<file path="src/rtl/gnn_pkg.sv">
`default_nettype none

package gnn_pkg;

    localparam int NODE_W    = 6;                      // 64 nodes
    localparam int ADDR_W    = 8;
    localparam int FEAT_W    = 8;
    localparam int SUM_W     = 12;                     // 9 terms of 255
    localparam int MAX_DEG   = 8;
    localparam int ADJ_BASE  = 64;                     // header of node n at ADJ_BASE + n
    localparam int MEM_WORDS = 1 << ADDR_W;
    localparam int DEG_W     = $clog2(MAX_DEG + 1);
    localparam int WCNT_W    = $clog2(MAX_DEG / 2 + 1); // edge words walked by one lane
    localparam int ID_W      = 8;                      // stored id field, low NODE_W bits used

    localparam int PE_STATE_W = 3;
    localparam logic [PE_STATE_W-1:0] ST_IDLE    = 3'd0;
    localparam logic [PE_STATE_W-1:0] ST_HEADER  = 3'd1;
    localparam logic [PE_STATE_W-1:0] ST_EDGE    = 3'd2;
    localparam logic [PE_STATE_W-1:0] ST_FEATURE = 3'd3;
    localparam logic [PE_STATE_W-1:0] ST_SELF    = 3'd4;
    localparam logic [PE_STATE_W-1:0] ST_FINISH  = 3'd5;

    typedef logic [NODE_W-1:0] node_t;
    typedef logic [SUM_W-1:0]  sum_t;
    typedef logic [ADDR_W-1:0] addr_t;

    // one 16 bit memory word, meaning depends on the address region
    typedef union packed {
        struct packed {
            logic [FEAT_W-1:0] f1;
            logic [FEAT_W-1:0] f0;
        } feat;
        struct packed {
            logic [DEG_W-1:0] deg;
            logic [DEG_W-1:0] pad;
            addr_t            base;
        } hdr;
        struct packed {
            logic [ID_W-1:0] id1;
            logic [ID_W-1:0] id0;
        } edges;                                       // neighbors 2k+1 and 2k
    } mem_word_t;

endpackage

`default_nettype wire

</file>
<file path="src/rtl/lane_if.sv">
`timescale 1ns/1ps
`default_nettype none

interface lane_if ();

    logic           start;                             // one cycle pulse
    gnn_pkg::node_t node;
    logic           self_loop;
    logic           done;                              // one cycle pulse
    gnn_pkg::sum_t  sum0;                              // valid from done to next start
    gnn_pkg::sum_t  sum1;

    modport aggr (
        output start,
        output node,
        output self_loop,
        input  done,
        input  sum0,
        input  sum1
    );

    modport pe (
        input  start,
        input  node,
        input  self_loop,
        output done,
        output sum0,
        output sum1
    );

endinterface

`default_nettype wire

</file>
<file path="src/rtl/aggr_unit.sv">
`timescale 1ns/1ps
`default_nettype none

module aggr_unit (
    input  wire logic           clk,
    input  wire logic           reset,
    input  wire logic           task_valid,
    input  wire gnn_pkg::node_t task_node,
    input  wire logic           task_self,
    output logic                task_ready,
    input  wire logic           res_ready,
    output logic                res_valid,
    output gnn_pkg::node_t      res_node,
    output gnn_pkg::sum_t       res_sum0,
    output gnn_pkg::sum_t       res_sum1,
    lane_if.aggr                l0,
    lane_if.aggr                l1
);

    logic           busy;                              // task accepted, result not taken
    logic           accept;
    logic           start_q;
    logic           got0;
    logic           got1;
    logic           both_in;
    gnn_pkg::node_t node_q;
    logic           self_q;

    assign task_ready = !busy;
    assign accept     = task_valid && task_ready;
    assign both_in    = (got0 || l0.done) && (got1 || l1.done);

    assign l0.start     = start_q;
    assign l0.node      = node_q;
    assign l0.self_loop = self_q;
    assign l1.start     = start_q;
    assign l1.node      = node_q;
    assign l1.self_loop = self_q;

    always_ff @(posedge clk) begin
        if (reset) begin
            busy      <= 1'b0;
            start_q   <= 1'b0;
            got0      <= 1'b0;
            got1      <= 1'b0;
            res_valid <= 1'b0;
        end else begin
            start_q <= accept;
            if (accept) begin
                busy   <= 1'b1;
                node_q <= task_node;
                self_q <= task_self;
            end
            if (both_in) begin
                got0      <= 1'b0;
                got1      <= 1'b0;
                res_valid <= 1'b1;
                res_node  <= node_q;
                res_sum0  <= l0.sum0 + l1.sum0;
                res_sum1  <= l0.sum1 + l1.sum1;
            end else begin
                got0 <= got0 || l0.done;
                got1 <= got1 || l1.done;
            end
            if (res_valid && res_ready) begin
                res_valid <= 1'b0;
                busy      <= 1'b0;
            end
        end
    end

endmodule

`default_nettype wire

</file>
<file path="src/flat_wrapper.sv">
// flat-port wrapper written by rule: the top's interface ports become plain ports
module aggr_unit_flat 
  (clk, reset, task_valid, task_node, task_self, task_ready, res_ready, res_valid, res_node, res_sum0, res_sum1, l0_start, l0_node, l0_self_loop, l0_done, l0_sum0, l0_sum1, l1_start, l1_node, l1_self_loop, l1_done, l1_sum0, l1_sum1);
  lane_if l0_i ();
  lane_if l1_i ();
  input  wire logic clk;
  input  wire logic reset;
  input  wire logic task_valid;
  input  wire gnn_pkg::node_t task_node;
  input  wire logic task_self;
  output logic task_ready;
  input  wire logic res_ready;
  output logic res_valid;
  output gnn_pkg::node_t res_node;
  output gnn_pkg::sum_t res_sum0;
  output gnn_pkg::sum_t res_sum1;
  output wire logic [$bits(l0_i.start)-1:0] l0_start;
  output wire logic [$bits(l0_i.node)-1:0] l0_node;
  output wire logic [$bits(l0_i.self_loop)-1:0] l0_self_loop;
  input wire logic [$bits(l0_i.done)-1:0] l0_done;
  input wire logic [$bits(l0_i.sum0)-1:0] l0_sum0;
  input wire logic [$bits(l0_i.sum1)-1:0] l0_sum1;
  output wire logic [$bits(l1_i.start)-1:0] l1_start;
  output wire logic [$bits(l1_i.node)-1:0] l1_node;
  output wire logic [$bits(l1_i.self_loop)-1:0] l1_self_loop;
  input wire logic [$bits(l1_i.done)-1:0] l1_done;
  input wire logic [$bits(l1_i.sum0)-1:0] l1_sum0;
  input wire logic [$bits(l1_i.sum1)-1:0] l1_sum1;
  assign l0_start = l0_i.start;
  assign l0_node = l0_i.node;
  assign l0_self_loop = l0_i.self_loop;
  assign l0_i.done = l0_done;
  assign l0_i.sum0 = l0_sum0;
  assign l0_i.sum1 = l0_sum1;
  assign l1_start = l1_i.start;
  assign l1_node = l1_i.node;
  assign l1_self_loop = l1_i.self_loop;
  assign l1_i.done = l1_done;
  assign l1_i.sum0 = l1_sum0;
  assign l1_i.sum1 = l1_sum1;
  aggr_unit u_core (.clk(clk), .reset(reset), .task_valid(task_valid), .task_node(task_node), .task_self(task_self), .task_ready(task_ready), .res_ready(res_ready), .res_valid(res_valid), .res_node(res_node), .res_sum0(res_sum0), .res_sum1(res_sum1), .l0(l0_i), .l1(l1_i));
endmodule
</file>
<file path="config.mk">
export PLATFORM = sky130hd
export DESIGN_NAME = aggr_unit_flat
export DESIGN_NICKNAME = d
export VERILOG_FILES = /design/src/rtl/gnn_pkg.sv /design/src/rtl/lane_if.sv /design/src/rtl/aggr_unit.sv /design/src/flat_wrapper.sv
export SDC_FILE = /design/constraint.sdc
export NUM_CORES = 1
export LEC_CHECK = 0
export BUFFER_PORTS_ARGS = -buffer_cell sky130_fd_sc_hd__buf_2
export CAP_MARGIN = 40
export CELL_PAD_IN_SITES_DETAIL_PLACEMENT = 0
export CELL_PAD_IN_SITES_GLOBAL_PLACEMENT = 1
export CORE_MARGIN = 3
export CORE_UTILIZATION = 38
export DETAILED_ROUTE_END_ITERATION = 8
export GPL_ROUTABILITY_DRIVEN = 0
export GPL_TIMING_DRIVEN = 0
export PLACE_DENSITY_LB_ADDON = 0.1
export SLEW_MARGIN = 20
export SYNTH_ARGS = -nofsm -noshare
export SYNTH_HDL_FRONTEND = slang
export SYNTH_SLANG_ARGS = --single-unit
</file>
<file path="constraint.sdc">
create_clock -name clk -period 6.1 [get_ports clk]
set_clock_uncertainty 0.1 [all_clocks]
set_input_delay 1.22 -clock clk [delete_from_list [all_inputs] [get_ports clk]]
set_output_delay 1.22 -clock clk [all_outputs]
set_load 0.02 [all_outputs]
</file>
==> out/results.md <==
### Status
• **result of the run** completed

### Cells and area
• **post-route non-filler standard cell count** 367
• **Antenna Diode Count** 0
• **fraction of final layout cells with drive strength greater than 1** 44.75%
• **number of filler instances in the final layout** 540
• **final net count** 379
• **Area Overhead vs Synth** 32.97%
• **post-route cell area** 3038 um2

### Detailed routing
• **# DRC** 0
• **Initial DRC Count** 41
• **routed wire length** 4.814 mm
• **first drt pass iteration count** 4
• **routed wirelength normalized by instance count** 13.12 um
• **detailed-route via count** 1,788
• **drt via density** 4.872
• **residual antenna-violating net count after detailed routing** 0

### Floorplan
• **total I/O pin count** 109
• **Die Wd** 83.54 um
• **vertical die dimension** 83.54 um
• **area enclosed by the die boundary** 6979 um2
• **cell row count** 27
• **starting density of the core** 40.26%
• **Core Region** 5675 um2

### GRT
• **maximum number of pins on one net before global-route repair** 17
• **wire length of the first global-routing pass** 8.176 mm
• **overall fraction of global-route tracks in use** 14.46%
• **number of global-route vias before repair** 1,726
• **sum of overflow across all layers after global routing** 0
• **GRT met1 Usage** 18.32%
• **antenna violations before repair** 0
• **routing layer with the top usage in global route** met2
• **global routing met2 resource utilization** 22.81%
• **met3 track demand over resource** 4.738%

### Clock network
• **H-Tree Level Count** 2
• **Gates resized, CTS repair** 0
• **post-CTS setup buffers** 0
• **CTS tree** yes
• **hold-fix buffers at CTS** 0
• **root buffer selected by CTS** sky130_fd_sc_hd__clkbuf_8
• **clock edge transition at the registers on the reported setup and hold paths** 80 ps
• **clk sinks** 42
• **clock network latency to the later pin of the worst-skew pair** 280 ps
• **total clock buffers created by CTS** 5
• **maximum count of clock buffers along a single path** 2

### STA
• **fin crit share** 52.12%
• **final setup violation count** 0
• **post-layout worst setup margin** 2920 ps
• **endpoints failing hold** 0
• **TNS Setup** 0 ps
• **Slew Viols, Final** 0
• **setup repair after global routing missed its margin** false
• **time the final worst path needs with I/O delays and setup** 3180 ps
• **pin slew with the least headroom to its limit** 519.0 ps
• **Fmax achieved** 314.5 MHz
• **normalized max-slew margin** 65.32%

### Setup path
• **list of cells traversed by the critical path** buf_2 > ha_1 > fa_1 > a211oi_1 > o21bai_1 > a2111oi_0 > nor3_1 > xor2_1
• **cell at the slowest stage of the critical path** sky130_fd_sc_hd__a2111oi_0
• **Critical Path Sink Type** flip-flop
• **data required time of the critical path** 6040 ps
• **type of the worst setup path** in -> reg
• **element type at the critical path start** primary input
• **maximum fanout encountered on the critical timing path** 3
• **count of cells along the worst register-to-register path** 3
• **Largest stage delay, worst path** 460 ps
• **Critical Path AT** 3120 ps

### Power and ir drop
• **sum of internal, switching and leakage power** 0.6826 mW
• **leakage power of the design** 1.339 nW
• **Pwr per Cell Area** 224.7 nW/um2
• **switching power of the nets** 0.1873 mW
• **cell internal pwr** 0.4954 mW
• **logic gate share of total power** 25.1%
• **fraction of power spent switching nets** 27.43%
• **share of total power in sequential cells** 50.3%
• **power share of the clock group** 24.5%
• **worst vdd ir** 0.09222 mV

### Logic synthesis
• **Yosys top cell by area** sky130_fd_sc_hd__edfxtp_1
• **post-synthesis instance total** 177
• **post-synth top area share** 48.63%
• **top cells by instance count after synthesis** sky130_fd_sc_hd__edfxtp_1 (37), sky130_fd_sc_hd__ha_1 (22), sky130_fd_sc_hd__xnor2_1 (15)
• **cell area after synthesis** 2285 um2
• **top_reg_cell synth** sky130_fd_sc_hd__edfxtp_1
• **synth unique cells** 39
• **number of flops mapped to enable cells by yosys** 37
• **Yosys warnings** 0
• **share of the yosys chip area belonging to registers** 53.01%
• **Synth async-reset ratio** 0%
• **average footprint of a synthesized cell** 12.91 um2
• **register bit count reported by yosys** 42
• **number of nets in the synthesized netlist** 262
• **leading cell types by total area after synthesis** sky130_fd_sc_hd__edfxtp_1 (49%), sky130_fd_sc_hd__ha_1 (12%), sky130_fd_sc_hd__xnor2_1 (5.8%)
• **most used standard cell by instance count after synthesis** sky130_fd_sc_hd__edfxtp_1

### Worst hold path
• **Worst Hold Path Cells** 1
• **min-delay worst type** reg -> reg

### Placement
• **final HPWL from detailed placement** 4.040 mm
• **post-place instance area** 2955 um2
• **post-placement setup slack** 2616 ps
• **Post-Place Cells** 359
• **input/output buffers** 108

### Flow run
• **max-capacitance violation count** 0

==> sequential cells by signal, indices dropped and copies added (netlist names) <==
name,count
u_core.res_node,6
u_core.res_valid,1
u_core.res_sum1,12
u_core.l0.node,6
u_core.l0.start,1
u_core.l0.self_loop,1
u_core.busy,1
u_core.got0,1
u_core.res_sum0,12
u_core.got1,1
==> through the flow <==
stage / util (%) / hold WS (ps)
2_1_floorplan: - / 320.8
3_3_place_gp: 51.37 / 334.4
3_5_place_dp: 52.07 / 353.0
4_1_cts: 53.53 / 364.4
5_1_grt: 53.53 / 381.1
6_report: 53.53 / 364.1
==> cell usage in the layout (no fill, tap or decap), drive strengths merged <==
master / count
buf: 118
edfxtp: 37
ha: 22
xnor2: 15
a21oi: 15
nor2: 9
xor2: 7
clkbuf: 7
o21ai: 6
a21o: 5
nand2: 5
dfxtp: 5
nand4: 4
nand3: 4
a211oi: 3
a2111oi: 3
and2: 2
or3: 2
o21bai: 2
nor3: 2
inv: 2
nor3b: 2
nor4: 2
fa: 2
clkinv: 2
and3: 2
o21a: 1
a41oi: 1
a21boi: 1
o2111ai: 1
a31oi: 1
a311oi: 1
a31o: 1
nor2b: 1
o22ai: 1
mux2: 1
==> path summary, 6_finish.rpt <==
check | from | to | slack (ps)
worst min register to register | u_core.got1 | u_core.got0 | 360
worst min-delay path | u_core.got1 | u_core.got0 | 360
worst max register to register | u_core.got0 | u_core.res_node[4] | 4570
worst max-delay path | l1_sum1[0] | u_core.res_sum1[8] | 2920
==> critical path: cells and delay by family <==
family          cells  cell delay [ps]
buf+inv             1              100
compound gates      3              870
fa+ha+maj           2              650
xor+xnor            1              160
simple gates        1              130
==> metal layers <==
layer	wire [um]	up-vias
met3	370	8
met4	109	0
met2	2209	67
met5	0	-
li1	-	900
met1	2125	813
==> power by group through the flow <==
stage | logic (mW) | clock network [mW] | registers, mW
3_3_place_gp | 0.169 | 0 | 0.350
3_5_place_dp | 0.174 | 0 | 0.350
4_1_cts | 0.174 | 0.177 | 0.344
6_report | 0.172 | 0.167 | 0.344
2_1_floorplan | 0.0973 | 0 | 0.368
5_1_grt | 0.193 | 0.190 | 0.345
==> area by class of cell <==
type | count | area [um2] | share of cell area [%]
Buffer | 9 | 63.81 | 2.100
Clock buffer | 6 | 72.57 | 2.389
Clock inverter | 2 | 10.01 | 0.3295
Inverter | 2 | 7.507 | 0.2471
Multi-Input combinational cell | 124 | 1010 | 33.24
Sequential cell | 42 | 1211 | 39.87
Tap cell | 72 | 90.09 | 2.965
Timing Repair Buffer | 110 | 573.1 | 18.86
==> kinds of logic (layout without fill, tap and decap cells) <==
logic type | after synthesis | count (layout) | synth area share (%)
compound gates | 42 | 42 | 13.09
xor+xnor | 22 | 22 | 8.434
fa+ha+maj | 24 | 24 | 13.80
buf+inv | 11 | 129 | 3.122
flops | 42 | 42 | 53.01
mux | 1 | 1 | 0.4928
simple gates | 35 | 35 | 8.050
Power figures use the tool's default switching activity.
