## src/rtl/gnn_pkg.sv

```systemverilog
`default_nettype none

package gnn_pkg;

    localparam int NODE_W    = 6;                      // 64 nodes
    localparam int ADDR_W    = 8;
    localparam int FEAT_W    = 8;
    localparam int SUM_W     = 12;                     // 9 terms of 255
    localparam int MAX_DEG   = 8;
    localparam int ADJ_BASE  = 64;                     // header of node n at ADJ_BASE + n
    localparam int MEM_WORDS = 1 << ADDR_W;
    localparam int DEG_W     = $clog2(MAX_DEG + 1);
    localparam int WCNT_W    = $clog2(MAX_DEG / 2 + 1); // edge words walked by one lane
    localparam int ID_W      = 8;                      // stored id field, low NODE_W bits used

    localparam int PE_STATE_W = 3;
    localparam logic [PE_STATE_W-1:0] ST_IDLE    = 3'd0;
    localparam logic [PE_STATE_W-1:0] ST_HEADER  = 3'd1;
    localparam logic [PE_STATE_W-1:0] ST_EDGE    = 3'd2;
    localparam logic [PE_STATE_W-1:0] ST_FEATURE = 3'd3;
    localparam logic [PE_STATE_W-1:0] ST_SELF    = 3'd4;
    localparam logic [PE_STATE_W-1:0] ST_FINISH  = 3'd5;

    typedef logic [NODE_W-1:0] node_t;
    typedef logic [SUM_W-1:0]  sum_t;
    typedef logic [ADDR_W-1:0] addr_t;

    // one 16 bit memory word, meaning depends on the address region
    typedef union packed {
        struct packed {
            logic [FEAT_W-1:0] f1;
            logic [FEAT_W-1:0] f0;
        } feat;
        struct packed {
            logic [DEG_W-1:0] deg;
            logic [DEG_W-1:0] pad;
            addr_t            base;
        } hdr;
        struct packed {
            logic [ID_W-1:0] id1;
            logic [ID_W-1:0] id0;
        } edges;                                       // neighbors 2k+1 and 2k
    } mem_word_t;

endpackage

`default_nettype wire

```

## src/rtl/wb_rd_if.sv

```systemverilog
`timescale 1ns/1ps
`default_nettype none

interface wb_rd_if ();

    logic               cyc;
    logic               stb;
    gnn_pkg::addr_t     adr;
    gnn_pkg::mem_word_t dat_r;
    logic               ack;                           // one cycle, dat_r valid with it

    modport master (
        output cyc,
        output stb,
        output adr,
        input  dat_r,
        input  ack
    );

    modport slave (
        input  cyc,
        input  stb,
        input  adr,
        output dat_r,
        output ack
    );

endinterface

`default_nettype wire

```

## src/rtl/lane_if.sv

```systemverilog
`timescale 1ns/1ps
`default_nettype none

interface lane_if ();

    logic           start;                             // one cycle pulse
    gnn_pkg::node_t node;
    logic           self_loop;
    logic           done;                              // one cycle pulse
    gnn_pkg::sum_t  sum0;                              // valid from done to next start
    gnn_pkg::sum_t  sum1;

    modport aggr (
        output start,
        output node,
        output self_loop,
        input  done,
        input  sum0,
        input  sum1
    );

    modport pe (
        input  start,
        input  node,
        input  self_loop,
        output done,
        output sum0,
        output sum1
    );

endinterface

`default_nettype wire

```

## src/rtl/edge_pe.sv

```systemverilog
`timescale 1ns/1ps
`default_nettype none

module edge_pe #(
    parameter int LANE = 0
) (
    input  wire logic clk,
    input  wire logic reset,
    lane_if.pe        ctl,
    wb_rd_if.master   bus
);

    logic [gnn_pkg::PE_STATE_W-1:0] state;
    gnn_pkg::node_t                 node_q;
    logic                           self_q;
    logic [gnn_pkg::DEG_W-1:0]      deg;
    gnn_pkg::addr_t                 ebase;
    logic [gnn_pkg::WCNT_W-1:0]     word_cnt;
    gnn_pkg::sum_t                  sum0;
    gnn_pkg::sum_t                  sum1;
    logic [gnn_pkg::ID_W-1:0]       lane_id;
    logic [gnn_pkg::DEG_W-1:0]      next_idx;
    logic                           want_self;
    gnn_pkg::sum_t                  feat0;
    gnn_pkg::sum_t                  feat1;

    // edge word k holds neighbors 2k and 2k+1, this lane owns 2k+LANE
    assign next_idx  = {word_cnt, 1'(LANE)};
    assign lane_id   = (LANE == 1) ? bus.dat_r.edges.id1 : bus.dat_r.edges.id0;
    assign want_self = (LANE == 0) && self_q;          // self loop handled by lane 0 only
    assign feat0     = gnn_pkg::sum_t'(bus.dat_r.feat.f0);
    assign feat1     = gnn_pkg::sum_t'(bus.dat_r.feat.f1);

    assign ctl.done = (state == gnn_pkg::ST_FINISH);
    assign ctl.sum0 = sum0;
    assign ctl.sum1 = sum1;

    always_ff @(posedge clk) begin
        if (reset) begin
            state   <= gnn_pkg::ST_IDLE;
            bus.cyc <= 1'b0;
            bus.stb <= 1'b0;
        end else begin
            case (state)
                gnn_pkg::ST_IDLE: begin
                    if (ctl.start) begin
                        node_q   <= ctl.node;
                        self_q   <= ctl.self_loop;
                        word_cnt <= '0;
                        sum0     <= '0;
                        sum1     <= '0;
                        bus.adr  <= gnn_pkg::addr_t'(gnn_pkg::ADJ_BASE)
                                    + gnn_pkg::addr_t'(ctl.node);
                        bus.cyc  <= 1'b1;
                        bus.stb  <= 1'b1;
                        state    <= gnn_pkg::ST_HEADER;
                    end
                end
                gnn_pkg::ST_HEADER: begin
                    if (bus.ack) begin
                        deg   <= bus.dat_r.hdr.deg;
                        ebase <= bus.dat_r.hdr.base;
                        if (next_idx < bus.dat_r.hdr.deg) begin
                            bus.adr <= bus.dat_r.hdr.base; // first edge word
                            state   <= gnn_pkg::ST_EDGE;
                        end else if (want_self) begin
                            bus.adr <= gnn_pkg::addr_t'(node_q);
                            state   <= gnn_pkg::ST_SELF;
                        end else begin
                            bus.cyc <= 1'b0;
                            bus.stb <= 1'b0;
                            state   <= gnn_pkg::ST_FINISH;
                        end
                    end
                end
                gnn_pkg::ST_EDGE: begin
                    if (bus.ack) begin
                        bus.adr  <= gnn_pkg::addr_t'(lane_id[gnn_pkg::NODE_W-1:0]);
                        word_cnt <= word_cnt + 1'b1;
                        state    <= gnn_pkg::ST_FEATURE;
                    end
                end
                gnn_pkg::ST_FEATURE: begin
                    if (bus.ack) begin
                        sum0 <= sum0 + feat0;
                        sum1 <= sum1 + feat1;
                        if (next_idx < deg) begin
                            bus.adr <= ebase + gnn_pkg::addr_t'(word_cnt);
                            state   <= gnn_pkg::ST_EDGE;
                        end else if (want_self) begin
                            bus.adr <= gnn_pkg::addr_t'(node_q);
                            state   <= gnn_pkg::ST_SELF;
                        end else begin
                            bus.cyc <= 1'b0;
                            bus.stb <= 1'b0;
                            state   <= gnn_pkg::ST_FINISH;
                        end
                    end
                end
                gnn_pkg::ST_SELF: begin
                    if (bus.ack) begin
                        sum0    <= sum0 + feat0;
                        sum1    <= sum1 + feat1;
                        bus.cyc <= 1'b0;
                        bus.stb <= 1'b0;
                        state   <= gnn_pkg::ST_FINISH;
                    end
                end
                gnn_pkg::ST_FINISH: begin
                    state <= gnn_pkg::ST_IDLE;         // done pulses here
                end
                default: begin
                    bus.cyc <= 1'b0;
                    bus.stb <= 1'b0;
                    state   <= gnn_pkg::ST_IDLE;
                end
            endcase
        end
    end

endmodule

`default_nettype wire

```

## src/flat_wrapper.sv

```systemverilog
// flat-port wrapper written by rule: the top's interface ports become plain ports
module edge_pe_flat 
#(
    parameter int LANE = 0
)
  (clk, reset, ctl_start, ctl_node, ctl_self_loop, ctl_done, ctl_sum0, ctl_sum1, bus_cyc, bus_stb, bus_adr, bus_dat_r, bus_ack);
  lane_if ctl_i ();
  wb_rd_if bus_i ();
  input  wire logic clk;
  input  wire logic reset;
  input wire logic [$bits(ctl_i.start)-1:0] ctl_start;
  input wire logic [$bits(ctl_i.node)-1:0] ctl_node;
  input wire logic [$bits(ctl_i.self_loop)-1:0] ctl_self_loop;
  output wire logic [$bits(ctl_i.done)-1:0] ctl_done;
  output wire logic [$bits(ctl_i.sum0)-1:0] ctl_sum0;
  output wire logic [$bits(ctl_i.sum1)-1:0] ctl_sum1;
  output wire logic [$bits(bus_i.cyc)-1:0] bus_cyc;
  output wire logic [$bits(bus_i.stb)-1:0] bus_stb;
  output wire logic [$bits(bus_i.adr)-1:0] bus_adr;
  input wire logic [$bits(bus_i.dat_r)-1:0] bus_dat_r;
  input wire logic [$bits(bus_i.ack)-1:0] bus_ack;
  assign ctl_i.start = ctl_start;
  assign ctl_i.node = ctl_node;
  assign ctl_i.self_loop = ctl_self_loop;
  assign ctl_done = ctl_i.done;
  assign ctl_sum0 = ctl_i.sum0;
  assign ctl_sum1 = ctl_i.sum1;
  assign bus_cyc = bus_i.cyc;
  assign bus_stb = bus_i.stb;
  assign bus_adr = bus_i.adr;
  assign bus_i.dat_r = bus_dat_r;
  assign bus_i.ack = bus_ack;
  edge_pe #(.LANE(LANE)) u_core (.clk(clk), .reset(reset), .ctl(ctl_i), .bus(bus_i));
endmodule
```

## config.mk

```make
export PLATFORM = sky130hd
export DESIGN_NAME = edge_pe_flat
export DESIGN_NICKNAME = d
export VERILOG_FILES = /design/src/rtl/gnn_pkg.sv /design/src/rtl/wb_rd_if.sv /design/src/rtl/lane_if.sv /design/src/rtl/edge_pe.sv /design/src/flat_wrapper.sv
export SDC_FILE = /design/constraint.sdc
export NUM_CORES = 1
export LEC_CHECK = 0
export BUFFER_PORTS_ARGS = -buffer_cell sky130_fd_sc_hd__buf_2
export CORE_MARGIN = 2
export CORE_UTILIZATION = 57
export DETAILED_ROUTE_END_ITERATION = 6
export PLACE_DENSITY = 0.79
export SLEW_MARGIN = 20
export SYNTH_ARGS = -nofsm -noshare
export SYNTH_HDL_FRONTEND = slang
export SYNTH_SLANG_ARGS = --single-unit
```

## constraint.sdc

```tcl
create_clock -name clk -period 3.2 [get_ports clk]
set_clock_uncertainty 0.15 [all_clocks]
set_input_delay 0.48 -clock clk [delete_from_list [all_inputs] [get_ports clk]]
set_output_delay 0.48 -clock clk [all_outputs]
set_load 0.02 [all_outputs]
```

==> impl_metrics.env <==
export IMPL_status="completed"
export IMPL_dr_pass1_iters=5
export IMPL_cts_inserted_buffers=9
export IMPL_ys_flop_type="edfxtp_1"
export IMPL_fin_area_mm2=0.004272
export IMPL_drc=0
export IMPL_synth_edf_count=54
export IMPL_cp_start_kind="flop"
export IMPL_grt_max_degree=25
export IMPL_yosysMostFrequentCell="edfxtp_1"
export IMPL_instances_no_fill=499
export IMPL_dp_cells=483
export IMPL_routedWlPerCell_um=16.66
export IMPL_crit_path_end_kind="flop"
export IMPL_period_share=0.8106
export IMPL_slew_viol_final=0
export IMPL_dp_final_hpwl_mm=6.149
export IMPL_cp_top_family="compound AO/OA/AOI/OAI gates"
export IMPL_area_growth_pct=15.69
export IMPL_synth_area_top_cells="edfxtp_1 (44%), ha_1 (8.8%), a21oi_1 (3.4%), nand2_1 (2.9%), nor2_1 (2.9%)"
export IMPL_grt_usage=0.2405
export IMPL_worst_setup_path_type="reg2reg"
export IMPL_ctsResizeCount=0
export IMPL_num_rows=29
export IMPL_crit_slowest_cell="o21ai_1"
export IMPL_crit_buf_inv=0
export IMPL_power_density_mw_per_mm2=504.4
export IMPL_vias=3040
export IMPL_overflow=0
export IMPL_cts_setup_buffers=0
export IMPL_grt_setup_unrepaired="false"
export IMPL_power_internal_mw=1.474
export IMPL_clock_root_buffer="clkbuf_8"
export IMPL_critPathRequiredTime_ps=3150
export IMPL_synth_seq_cells=59
export IMPL_synth_distinct_cells=55
export IMPL_layout_nets=473
export IMPL_die_w_um=84.49
export IMPL_core_region_area_mm2=0.006314
export IMPL_dieArea_mm2=0.007138
export IMPL_yosys_warnings=0
export IMPL_syn_area_per_cell_um2=10.58
export IMPL_synth_fp_nets=405
export IMPL_grt_pass1_wl_mm=13.69
export IMPL_worstPathMaxFanout=8
export IMPL_fin_crit_ps=2594
export IMPL_cts_sinks=59
export IMPL_timing_hold_ws_ps=154.9
export IMPL_io_pins=62
export IMPL_ctsHoldBuffers=0
export IMPL_path_cells="ha_1, o21ai_0, a21oi_1, o21ai_1, a21oi_1, a221o_1"
export IMPL_worstPathArrival_ps=2550
export IMPL_critPathMaxStageDelay_ps=520
export IMPL_relSlewSlack=0.4281
export IMPL_drive_gt1_frac=0.2180
export IMPL_report_final_setup_viol=0
export IMPL_p_comb_frac=0.244
export IMPL_clkPwrFrac=0.307
export IMPL_clkTransAtPathRegs_ps=70
export IMPL_clock_latency_ps=350
export IMPL_final_setup_tns_ps=0
export IMPL_async_flop_share=0
export IMPL_grt_antenna_before_repair=0
export IMPL_power_mw=2.155
export IMPL_ys_top_cells_by_count="edfxtp_1 (54), nand2_1 (29), nor2_1 (29)"
export IMPL_power_switching_uw=680.4
export IMPL_antenna_left=0
export IMPL_cts_tree="built"
export IMPL_finalHoldViolCount=0
export IMPL_place_area_mm2=0.004084
export IMPL_max_freq_mhz=385.5
export IMPL_clockBufferDepth=2
export IMPL_p_leak_nw=1.814
export IMPL_grt_pass1_vias=2961
export IMPL_drv_cap=0
export IMPL_h_tree_depth=3
export IMPL_start_util=0.5848
export IMPL_switching_share=0.3158
export IMPL_antennaDiodeCount=0
export IMPL_pwr_share_seq=0.449
export IMPL_synth_largest_area_cell="edfxtp_1"
export IMPL_synth_seq_area_share=0.4663
export IMPL_drt_initial_drc_count=168
export IMPL_syn_area_mm2=0.003692
export IMPL_die_h_um=84.49
export IMPL_via_per_inst=6.092
export IMPL_worst_pin_slew_ps=857.9
export IMPL_io_buffers=61
export IMPL_postSynthCellCount=349
export IMPL_critical_path_most_common_cell="a21oi_1"
export IMPL_hp_class="in2reg"
export IMPL_ir_drop_uv=315.6
export IMPL_synth_top_cell_area_share=0.4392
export IMPL_totalWireLength_mm=8.315
export IMPL_gp_congestion=0.9016
==> kinds of logic after synthesis <==
| logic type | share of synthesized area |
|---|---|
| AO/OA/AOI/OAI | 0.1799 |
| XOR/XNOR | 0.03558 |
| adder cells (fa/ha/maj) | 0.1044 |
| buffers and inverters | 0.02745 |
| flip-flops | 0.4663 |
| multiplexers | 0.02169 |
| AND/OR/NAND/NOR | 0.1647 |
==> flip-flops by register name, indices dropped and copies added, names as in the netlist <==
name             flops
u_core.deg           4
u_core.bus.cyc       1
u_core.state         3
u_core.ctl.sum1     12
u_core.node_q        6
u_core.self_q        1
u_core.ebase         8
u_core.ctl.sum0     12
u_core.bus.stb       1
u_core.word_cnt      3
u_core.bus.adr       8
==> area by class of cell <==
class | count | area (um2)
Clock buffer | 9 | 123.9
Clock inverter | 7 | 58.81
Fill cell | 516 | 2042
Inverter | 13 | 51.30
Multi-Input combinational cell | 268 | 1877
Sequential cell | 59 | 1722
Tap cell | 77 | 96.34
Timing Repair Buffer | 66 | 342.8
==> layout by cell type, fill, tap and decap left out, drive strengths merged, types with 7 or more instances in the layout <==
cell type and n:
nand2 29, o21ai 12, nor2 30, clkbuf 9
inv 13, a21o 9, a211oi 7, edfxtp 54
buf 66, mux2i 8, a21oi 26, nand3 8
nor3 19, ha 26, xnor2 9
==> final timing paths <==
path	slack, ps	endpoint	cells after the start	startpoint
worst max-delay path	610	u_core.bus.adr[7]$_DFFE_PP_	6	u_core.word_cnt[1]$_SDFFCE_PP0P_
worst min-delay path	150	u_core.self_q$_DFFE_PP_	1	ctl_self_loop
worst max register to register	610	u_core.bus.adr[7]$_DFFE_PP_	6	u_core.word_cnt[1]$_SDFFCE_PP0P_
worst min register to register	320	u_core.bus.cyc$_SDFFE_PP0P_	2	u_core.bus.cyc$_SDFFE_PP0P_
==> power groups by stage <==
stage	Combinational, mW	Sequential, mW	Clock [mW]
final	0.526	0.968	0.661
after global routing	0.581	0.976	0.699
after CTS	0.523	0.968	0.665
after detailed placement	0.519	0.984	0
after global placement	0.504	0.981	0
after floorplan	0.335	1.02	0
==> stage by stage <==
| stage | setup slack (ps) | utilization |
|---|---|---|
| 3_3_place_gp | 661.6 | 0.6468 |
| 2_1_floorplan | 587.1 | - |
| 4_1_cts | 572.6 | 0.6758 |
| 3_5_place_dp | 589.3 | 0.6468 |
| 5_1_grt | 477.9 | 0.6766 |
| 6_report | 606.2 | 0.6766 |
==> layer usage <==
| layer | global-route usage | part of all wire | vias up |
|---|---|---|---|
| met5 | 0 | 0 | - |
| met4 | 0.06926 | 0.013 | 0 |
| met3 | 0.06391 | 0.067 | 11 |
| met2 | 0.4044 | 0.49 | 112 |
| met1 | 0.3073 | 0.43 | 1440 |
| li1 | - | - | 1477 |
No activity file was read; power rests on OpenSTA's default activity.
