--- config.mk ---
export PLATFORM = sky130hd
export DESIGN_NAME = graph_mem_arbiter_flat
export DESIGN_NICKNAME = d
export VERILOG_FILES = /design/src/rtl/gnn_pkg.sv /design/src/rtl/wb_rd_if.sv /design/src/rtl/graph_mem_arbiter.sv /design/src/flat_wrapper.sv
export SDC_FILE = /design/constraint.sdc
export NUM_CORES = 1
export LEC_CHECK = 0
export ABC_AREA = 0
export ABC_CLOCK_PERIOD_IN_PS = 2000
export BUFFER_PORTS_ARGS = -buffer_cell sky130_fd_sc_hd__buf_2
export CORE_UTILIZATION = 29
export DETAILED_ROUTE_END_ITERATION = 10
export PLACE_DENSITY = 0.8
export SYNTH_ARGS = -nofsm -noshare
export SYNTH_HDL_FRONTEND = slang
export SYNTH_SLANG_ARGS = --single-unit
export TNS_END_PERCENT = 10
--- constraint.sdc ---
create_clock -name clk -period 2 [get_ports clk]
set_input_delay 0.3 -clock clk [delete_from_list [all_inputs] [get_ports clk]]
set_output_delay 0.3 -clock clk [all_outputs]
set_load 0.02 [all_outputs]
--- src/rtl/gnn_pkg.sv ---
`default_nettype none

package gnn_pkg;

    localparam int NODE_W    = 6;                      // 64 nodes
    localparam int ADDR_W    = 8;
    localparam int FEAT_W    = 8;
    localparam int SUM_W     = 12;                     // 9 terms of 255
    localparam int MAX_DEG   = 8;
    localparam int ADJ_BASE  = 64;                     // header of node n at ADJ_BASE + n
    localparam int MEM_WORDS = 1 << ADDR_W;
    localparam int DEG_W     = $clog2(MAX_DEG + 1);
    localparam int WCNT_W    = $clog2(MAX_DEG / 2 + 1); // edge words walked by one lane
    localparam int ID_W      = 8;                      // stored id field, low NODE_W bits used

    localparam int PE_STATE_W = 3;
    localparam logic [PE_STATE_W-1:0] ST_IDLE    = 3'd0;
    localparam logic [PE_STATE_W-1:0] ST_HEADER  = 3'd1;
    localparam logic [PE_STATE_W-1:0] ST_EDGE    = 3'd2;
    localparam logic [PE_STATE_W-1:0] ST_FEATURE = 3'd3;
    localparam logic [PE_STATE_W-1:0] ST_SELF    = 3'd4;
    localparam logic [PE_STATE_W-1:0] ST_FINISH  = 3'd5;

    typedef logic [NODE_W-1:0] node_t;
    typedef logic [SUM_W-1:0]  sum_t;
    typedef logic [ADDR_W-1:0] addr_t;

    // one 16 bit memory word, meaning depends on the address region
    typedef union packed {
        struct packed {
            logic [FEAT_W-1:0] f1;
            logic [FEAT_W-1:0] f0;
        } feat;
        struct packed {
            logic [DEG_W-1:0] deg;
            logic [DEG_W-1:0] pad;
            addr_t            base;
        } hdr;
        struct packed {
            logic [ID_W-1:0] id1;
            logic [ID_W-1:0] id0;
        } edges;                                       // neighbors 2k+1 and 2k
    } mem_word_t;

endpackage

`default_nettype wire

--- src/rtl/wb_rd_if.sv ---
`timescale 1ns/1ps
`default_nettype none

interface wb_rd_if ();

    logic               cyc;
    logic               stb;
    gnn_pkg::addr_t     adr;
    gnn_pkg::mem_word_t dat_r;
    logic               ack;                           // one cycle, dat_r valid with it

    modport master (
        output cyc,
        output stb,
        output adr,
        input  dat_r,
        input  ack
    );

    modport slave (
        input  cyc,
        input  stb,
        input  adr,
        output dat_r,
        output ack
    );

endinterface

`default_nettype wire

--- src/rtl/graph_mem_arbiter.sv ---
`timescale 1ns/1ps
`default_nettype none

module graph_mem_arbiter (
    input  wire logic clk,
    input  wire logic reset,
    wb_rd_if.slave    m0,
    wb_rd_if.slave    m1,
    wb_rd_if.master   s
);

    logic req0;
    logic req1;
    logic locked;                                      // grant held until ack
    logic owner;
    logic prio;                                        // preferred lane on a tie
    logic sel;

    assign req0 = m0.cyc && m0.stb;
    assign req1 = m1.cyc && m1.stb;

    always_comb begin
        if (locked) begin
            sel = owner;
        end else if (req0 && req1) begin
            sel = prio;
        end else begin
            sel = req1;
        end
    end

    assign s.cyc = sel ? m1.cyc : m0.cyc;
    assign s.stb = sel ? m1.stb : m0.stb;
    assign s.adr = sel ? m1.adr : m0.adr;

    assign m0.ack   = s.ack && !sel;
    assign m1.ack   = s.ack && sel;
    assign m0.dat_r = sel ? '0 : s.dat_r;
    assign m1.dat_r = sel ? s.dat_r : '0;

    always_ff @(posedge clk) begin
        if (reset) begin
            locked <= 1'b0;
            owner  <= 1'b0;
            prio   <= 1'b0;
        end else if (locked && s.ack) begin
            locked <= 1'b0;
            prio   <= !owner;                          // other lane goes first next
        end else if (!locked && s.cyc && s.stb) begin
            locked <= 1'b1;
            owner  <= sel;
        end
    end

endmodule

`default_nettype wire

--- src/flat_wrapper.sv ---
// flat-port wrapper written by rule: the top's interface ports become plain ports
module graph_mem_arbiter_flat 
  (clk, reset, m0_cyc, m0_stb, m0_adr, m0_dat_r, m0_ack, m1_cyc, m1_stb, m1_adr, m1_dat_r, m1_ack, s_cyc, s_stb, s_adr, s_dat_r, s_ack);
  wb_rd_if m0_i ();
  wb_rd_if m1_i ();
  wb_rd_if s_i ();
  input  wire logic clk;
  input  wire logic reset;
  input wire logic [$bits(m0_i.cyc)-1:0] m0_cyc;
  input wire logic [$bits(m0_i.stb)-1:0] m0_stb;
  input wire logic [$bits(m0_i.adr)-1:0] m0_adr;
  output wire logic [$bits(m0_i.dat_r)-1:0] m0_dat_r;
  output wire logic [$bits(m0_i.ack)-1:0] m0_ack;
  input wire logic [$bits(m1_i.cyc)-1:0] m1_cyc;
  input wire logic [$bits(m1_i.stb)-1:0] m1_stb;
  input wire logic [$bits(m1_i.adr)-1:0] m1_adr;
  output wire logic [$bits(m1_i.dat_r)-1:0] m1_dat_r;
  output wire logic [$bits(m1_i.ack)-1:0] m1_ack;
  output wire logic [$bits(s_i.cyc)-1:0] s_cyc;
  output wire logic [$bits(s_i.stb)-1:0] s_stb;
  output wire logic [$bits(s_i.adr)-1:0] s_adr;
  input wire logic [$bits(s_i.dat_r)-1:0] s_dat_r;
  input wire logic [$bits(s_i.ack)-1:0] s_ack;
  assign m0_i.cyc = m0_cyc;
  assign m0_i.stb = m0_stb;
  assign m0_i.adr = m0_adr;
  assign m0_dat_r = m0_i.dat_r;
  assign m0_ack = m0_i.ack;
  assign m1_i.cyc = m1_cyc;
  assign m1_i.stb = m1_stb;
  assign m1_i.adr = m1_adr;
  assign m1_dat_r = m1_i.dat_r;
  assign m1_ack = m1_i.ack;
  assign s_cyc = s_i.cyc;
  assign s_stb = s_i.stb;
  assign s_adr = s_i.adr;
  assign s_i.dat_r = s_dat_r;
  assign s_i.ack = s_ack;
  graph_mem_arbiter u_core (.clk(clk), .reset(reset), .m0(m0_i), .m1(m1_i), .s(s_i));
endmodule
==> results of run 1 <==
[synth_stat cells]
library cell  number  area (um2)
and2_1            26         163
and2_2             8        60.1
mux2_2             7        78.8
nand2_1            7        26.3
nand3_1            4        20.0
a21oi_1            3        15.0
dfxtp_1            3        60.1
clkbuf_1           2        7.51
mux2_4             2        30.0
or2_2              2        12.5
and3b_1            1        8.76
buf_6              1        11.3
buf_8              1        15.0
nand3b_4           1        20.0
o21a_1             1        7.51
o21ai_2            1        8.76
[per-layer routing]
metal / routed length (um) / part of all wire / up-vias
met3: 183 / 0.094 / 2
met2: 1090 / 0.56 / 46
met5: 0 / 0 / -
li1: - / - / 396
met1: 662 / 0.34 / 342
met4: 12 / 0.0062 / 0
[state kept, by name (all words and copies together), names as in the netlist]
signal,cells
u_core.owner,1
u_core.locked,1
u_core.prio,1
[worst max-delay path by stage]
stage	start	end	cells past startpoint
after global placement	m0_cyc	s_adr[0]	6
after detailed placement	m0_cyc	s_adr[0]	6
after CTS	u_core.prio	s_adr[0]	5
after global routing	u_core.prio	s_adr[0]	5
final	u_core.prio	s_adr[0]	5
after floorplan	u_core.prio	s_adr[5]	5
[per-stage QoR]
step / power (mW) / hold slack [ps]
4_1_cts: 0.475 / 245
2_1_floorplan: 0.251 / 369
5_1_grt: 0.497 / 264
6_report: 0.467 / 247
3_3_place_gp: 0.358 / 442
3_5_place_dp: 0.365 / 451
[logic make-up after synthesis]
kind of cell           count (synthesis)  share of synthesized area
AND/OR/NAND/NOR                       49                      0.570
multiplexers                           9                      0.200
AO/OA/AOI/OAI                          5                     0.0575
buffers and inverters                  4                     0.0621
flip-flops                             3                      0.110
[power by group through the flow]
| stage | logic, mW | clock network, mW | registers [mW] |
|---|---|---|---|
| after floorplan | 0.182 | 0 | 0.0692 |
| after global placement | 0.288 | 0 | 0.0701 |
| after detailed placement | 0.294 | 0 | 0.0703 |
| after CTS | 0.295 | 0.110 | 0.0694 |
| after global routing | 0.313 | 0.114 | 0.0705 |
| final | 0.292 | 0.104 | 0.0701 |
[critical path, cell delays in order, from the launching register on]
cell,delay [ps]
dfxtp_1,300
and3b_1,250
o21a_1,170
buf_12,170
mux2_2,340
buf_2,160
[cell type report]
type	count	area [um2]
Sequential cell	3	61.3
Timing Repair Buffer	85	445
Tap cell	25	31.3
Fill cell	177	731
Multi-Input combinational cell	63	450
Clock buffer	4	26.3
==> impl_metrics.toml, run 1 <==
[power]
p_clk_frac = 0.224
power-per-cell-area_nw_per_um2 = 460
seqPwrFrac = 0.150
internal-power_uw = 272
p_sw_uw = 195
swShare = 0.417
p_comb_frac = 0.626
vdd_drop_max_uv = 241
leakagePower_nw = 0.608

[finish]
n_antenna_cell = 0
layout_commonest_cell = "buf_2"
drive_above_1_share = 0.710
final_nets = 195
final_cell_mix = "buf_2, and2_1, and2_2, nand2_1, mux2_2"
area.growth.synth_to_final_pct = 86.4
fin_area_um2 = 1010
post-route-util = 0.581
instances_no_fill = 180

[floorplanning]
pin_count = 83
die_area_um2 = 2050
die_w_um = 45.3
start_util = 0.312
row_count = 15
coreArea_um2 = 1750
die_y_um = 45.3

[cts]
clock-root-buffer = "clkbuf_4"
cts.sinks = 3
ctsLongestPathBuffers = 2
htree_levels = 1
cts_tree = "done"
post_cts_buffers = 0
holdBufCountCts = 0
clkSlewWorstSetupHoldPaths_ps = 40
cts_resized = 0
cts-buffers-inserted = 3
clock_latency_ps = 230

[routing]
drt_iter0_drc = 7
routedWlPerCell_um = 10.8
drt_first_pass_iters = 4
viasPerCell = 4.37
wl_um = 1950
ant_nets = 0
drc = 0
dr_total_vias = 786

[global_routing]
grt_antenna_before_repair = 0
grt_use_met1 = 0.130
use_met3 = 0.0320
busiest_layer = "met2"
grt_pass1_vias = 728
met2_usage = 0.406
grt_pass1_wl_um = 2720
grt_max_degree = 27
grt_overflow = 0
grt_usage = 0.177

[sta]
maxSlewHeadroom = 0.887
worstMarginPinSlew_ps = 170
rsz0062_at_grt = "no"
hold_viol = 0
clock_skew_ps = 2.41
post-route-period-util = 0.965
finalSetupViolCount = 0
fin_setup_tns_ps = 0
period_minus_slack_ps = 1930
drv_slew = 0
max_freq_mhz = 518
layout_setup_ws_ps = 70.0

[worst_setup_path]
setup.worst_path.start_class = "register"
ff2ff_setup_slack_ps = 910
worstReg2RegEnd = "u_core.owner"
crit_type = "register to output port"
cp.required_ps = 1700
critPathCaptureType = "output port"
r2r_cells = 4
reg2reg_from = "u_core.prio"
worstPathMaxFanout = 26
arrival_ps = 1630

[worst_hold_path]
whs_path_depth = 2
hold_start = "reset"
min_to = "u_core.locked"
min_path_type = "input port to register"

[status]
status = "finished, final reports clean"

[logic_synthesis]
ys_ff_latch = 3
synth_cell_types = 16
yosysWarnings = 0
postSynthAreaPerCell_um2 = 7.78
syn_nets = 109
synth_area_um2 = 544
syn_inst = 70
synth.yosys.seq_area_share = 0.110

[placement]
dpl.hpwl_um = 1690
placed_cells = 176
routabilityCongestion = 0.734
portBuffers = 82
dpl_cell_area_um2 = 987
pre_cts_ws_ps = 233

[flow_run]
maxCapViolations = 0
No activity file was read; power rests on OpenSTA's default activity.
==> inputs of run 2 (changes only) <==
- RECOVER_POWER: default -> 50
==> run 2 against run 1 <==
Effect of this change:
- flip-flop and latch count did not move
- combinational power fell by 2%
- sequential share of layout area rose by 0.11 points
- clock power barely moved
- critical path depth did not move
- clock-buffer cell count did not move
==> impl_metrics.toml, run 2 (synthesized netlist as in run 1, its figures left out) <==
[status]
status = "finished, final reports clean"

[floorplanning]
die_y_um = 45.3
pin_count = 83
die_w_um = 45.3
die_area_um2 = 2050
start_util = 0.312
coreArea_um2 = 1750
row_count = 15

[worst_hold_path]
hold_start = "reset"
min_path_type = "input port to register"

[global_routing]
met2_usage = 0.406
grt_overflow = 0
busiest_layer = "met2"
use_met3 = 0.0320
grt_pass1_wl_um = 2720
grt_usage = 0.177
grt_use_met1 = 0.130
grt_pass1_vias = 728
grt_max_degree = 27
grt_antenna_before_repair = 0

[routing]
drt_first_pass_iters = 3
dr_total_vias = 789
drt_iter0_drc = 4
routedWlPerCell_um = 10.9
viasPerCell = 4.38
wl_um = 1960
drc = 0
ant_nets = 0

[cts]
clock-root-buffer = "clkbuf_4"
cts.sinks = 3
htree_levels = 1
clock_latency_ps = 230
clkSlewWorstSetupHoldPaths_ps = 40
holdBufCountCts = 0
cts-buffers-inserted = 3
cts_tree = "done"
ctsLongestPathBuffers = 2

[finish]
reg_top3 = "u_core.locked (1), u_core.owner (1), u_core.prio (1)"
area.growth.synth_to_final_pct = 83.0
final_cell_mix = "buf_2, and2_1, clkbuf_1, and2_2"
final_nets = 195
fillCellCount = 181
n_antenna_cell = 0
layout_commonest_cell = "buf_2"
instances_no_fill = 180
multi_input_area_um2 = 450
drive_above_1_share = 0.639
seq_area_um2 = 61.3

[worst_setup_path]
setup.worst_path.start_class = "register"
worstPathCellList = "and3b_1, o21a_1, buf_12, mux2_2, buf_2"
reg2reg_from = "u_core.locked"
critPathCaptureType = "output port"
arrival_ps = 1630
crit_buf_inv = 2
startpoint = "u_core.prio"
slowest_stage = "mux2_2"
cp.required_ps = 1700
crit_family = "multiplexers"
slowest_delay_ps = 340
crit_type = "register to output port"
worstPathMaxFanout = 26
ff2ff_setup_slack_ps = 910

[placement]
dpl.hpwl_um = 1690
placed_cells = 176
portBuffers = 82
routabilityCongestion = 0.734

[sta]
finalSetupViolCount = 0
period_minus_slack_ps = 1930
clock_skew_ps = 2.39
max_freq_mhz = 518
hold_viol = 0
fin_setup_tns_ps = 0
maxSlewHeadroom = 0.814
rsz0062_at_grt = "no"
post-route-period-util = 0.966
worstMarginPinSlew_ps = 279
drv_slew = 0

[flow_run]
maxCapViolations = 0

[power]
leakagePower_nw = 0.560
vdd_drop_max_uv = 240
power-per-cell-area_nw_per_um2 = 463
[run 2: final timing paths]
path	depth (start not counted)	to
worst min register to register	2	u_core.prio
worst min-delay path	2	u_core.locked
worst max register to register	4	u_core.owner
worst max-delay path	5	s_adr[0]
[run 2: layer usage]
layer	wire length, um	share of wire	vias to the layer above
met5	0	0	-
met4	12	0.0061	0
met3	180	0.092	2
met2	1090	0.56	44
met1	668	0.34	344
li1	-	-	399
[run 2: cell type report]
class | instances | share of cell area
multi-input cells | 63 | 0.452
repair buffers | 85 | 0.428
flip-flops and latches | 3 | 0.0616
well taps | 25 | 0.0314
clock buffers | 4 | 0.0264
[run 2: report_power, final]
group / internal (mW) / switching (mW) / leakage (nW)
registers: 0.0651 / 0.00506 / 0.0250
clock network: 0.0747 / 0.0297 / 0.0150
logic: 0.126 / 0.160 / 0.520
total: 0.266 / 0.195 / 0.560
[run 2: repair_timing]
action / 4_1_cts / 5_1_grt
gates resized for setup: 0 / 1
setup buffers: 0 / 0
endpoints found under the setup margin: 0 / 6
[run 2: worst reg2reg max path: stages, from the launching register on]
cell and delay [ps]:
dfxtp_2 340, nand3b_4 170, o21a_1 220, buf_12 160, a21oi_1 130
[run 2: through the flow]
stage | utilization | power (mW) | hold slack [ps] | cell area [um2] | setup slack (ps)
finish | 0.571 | 0.461 | 247 | 996 | 67.9
global route | 0.571 | 0.491 | 264 | 996 | 4.94
CTS | 0.581 | 0.475 | 245 | 1010 | 37.2
detailed placement | 0.566 | 0.365 | 451 | 987 | 233
global placement | 0.566 | 0.358 | 442 | 987 | 267
floorplan | - | 0.251 | 369 | 544 | 439
==> inputs of run 3 (changes only) <==
- ABC_CLOCK_PERIOD_IN_PS: 2000 -> 1550
- CORE_UTILIZATION: 29 -> 26
- PLACE_DENSITY: 0.8 -> 0.76
- clock period: 2 -> 1.55 ns (I/O delays scaled with it)
==> run 3 against run 2 <==
Effect of this change:
- combinational power rose by 83%
- non-clock buffer count up 11
- the run now ends with negative setup slack left
- setup slack got worse by 320 ps
- hold slack got worse by 71 ps
- final cell count increased by 7.2%
- largest cell class is now non-clock buffers
- global-route usage grew 2.2 points
- via count up 10%
- first-iteration DRC count rose by 50%
- cell area up 32%
- sequential share of layout area shrank 1.4 points
- wire length is 18% higher
- clock-buffer cell count unchanged
==> impl_metrics.toml, run 3 (synthesized netlist as in run 1, its figures left out) <==
[worst_setup_path]
worstPathCellList = "nand3b_4, o21a_4, buf_12, mux2_4, buf_6"
slowest_stage = "dfxtp_2"
crit_type = "register to output port"
critPathCaptureType = "output port"
slowest_delay_ps = 320
cp.required_ps = 1320
arrival_ps = 1570
worstReg2RegEnd = "u_core.owner"
ff2ff_setup_slack_ps = 370
r2r_cells = 5
reg2reg_from = "u_core.locked"
setup.worst_path.start_class = "register"
worstPathMaxFanout = 7

[worst_hold_path]
min_to = "u_core.prio"
min_path_type = "input port to register"
whs_path_depth = 2
hold_start = "reset"

[status]
status = "complete, but fails checks"
violations = "negative setup slack"

[routing]
drc = 0
drt_first_pass_iters = 4
dr_total_vias = 870
routedWlPerCell_um = 11.9
wl_um = 2300
drt_iter0_drc = 6
viasPerCell = 4.51
ant_nets = 0

[sta]
maxSlewHeadroom = 0.917
finalSetupViolCount = 44
worstMarginPinSlew_ps = 125
rsz0062_at_grt = "yes"
hold_viol = 0
post-route-period-util = 1.16
drv_slew = 0
period_minus_slack_ps = 1800
max_freq_mhz = 555
clock_skew_ps = 4.42
layout_setup_ws_ps = -253

[floorplanning]
die_area_um2 = 2280
die_y_um = 47.8
die_w_um = 47.8
pin_count = 83
start_util = 0.277
row_count = 16
coreArea_um2 = 1960

[cts]
ctsLongestPathBuffers = 2
cts_tree = "done"
holdBufCountCts = 0
clock_latency_ps = 240
cts.sinks = 3
clkSlewWorstSetupHoldPaths_ps = 40
clock-root-buffer = "clkbuf_4"
htree_levels = 1
cts-buffers-inserted = 3

[finish]
reg_top3 = "u_core.locked (1), u_core.owner (1), u_core.prio (1)"
drive_above_1_share = 0.747
final_nets = 206
area.growth.synth_to_final_pct = 141
fillCellCount = 142
final_cell_mix = "buf_2, and2_1, buf_4, buf_6, mux2_4"
layout_commonest_cell = "buf_2"
n_antenna_cell = 0

[power]
leakagePower_nw = 0.760
vdd_drop_max_uv = 404
power-per-cell-area_nw_per_um2 = 570
power_uw = 748

[placement]
dpl.hpwl_um = 1630
portBuffers = 82
routabilityCongestion = 0.721
pre_cts_ws_ps = -44.7

[global_routing]
grt_overflow = 0
grt_pass1_vias = 790
grt_usage = 0.198
grt_max_degree = 14
grt_antenna_before_repair = 0
grt_pass1_wl_um = 3140

[flow_run]
maxCapViolations = 0
[run 3: cell count changes in the layout (fill, tap and decap cells not counted), sizes merged]
cell	before	now
clkbuf	18	4
buf	71	96
[run 3: critical path, delay by kind of cell (launching register included)]
kind            cells  cell delay, ps
flops               1             320
mux                 1             300
buf+inv             2             290
compound gates      1             260
simple gates        1             160
[run 3: layout make-up]
cell class | instances | area, um2 | share of cell area
Sequential cell | 3 | 62.6 | 0.0477
Timing Repair Buffer | 96 | 697 | 0.531
Tap cell | 27 | 33.8 | 0.0257
Clock buffer | 4 | 26.3 | 0.0200
Multi-Input combinational cell | 63 | 493 | 0.376
[run 3: worst max path at each step]
stage,from,end,slack (ps),depth (start not counted)
6_report,u_core.locked,s_adr[2],-250,5
5_1_grt,u_core.prio,s_adr[0],-300,5
4_1_cts,u_core.prio,s_adr[2],-250,5
3_5_place_dp,u_core.prio,s_adr[2],-40,5
3_3_place_gp,m0_cyc,s_adr[5],-10,6
2_1_floorplan,u_core.prio,s_adr[5],60,5
[run 3: what timing repair did]
| item | in CTS | in global routing |
|---|---|---|
| gates cloned | 2 | 0 |
| pin swaps | 5 | 0 |
| setup buffers | 2 | 0 |
| endpoints found under the setup margin | 44 | 44 |
| gates resized for setup | 50 | 8 |
[run 3: per-layer routing]
metal,global-route usage,up-vias,part of all wire
met2,0.414,51,0.57
met3,0.0491,6,0.079
met4,0.106,0,0.016
met1,0.164,393,0.34
met5,0,-,0
li1,-,420,-
[run 3: power breakdown]
part | internal [mW] | total, mW | switching [mW]
Sequential | 0.0842 | 0.0875 | 0.00331
Combinational | 0.281 | 0.522 | 0.240
Clock | 0.0966 | 0.139 | 0.0421
Total | 0.462 | 0.748 | 0.286
[run 3: through the flow]
stage	instances	hold WS, ps	cell area (um2)	setup TNS (ps)	utilization
floorplan	70	302	544	0	-
global placement	185	424	1040	-33.1	0.531
detailed placement	185	429	1040	-282	0.531
CTS	193	173	1290	-7740	0.658
global route	193	175	1310	-10060	0.669
finish	193	176	1310	-7360	0.669
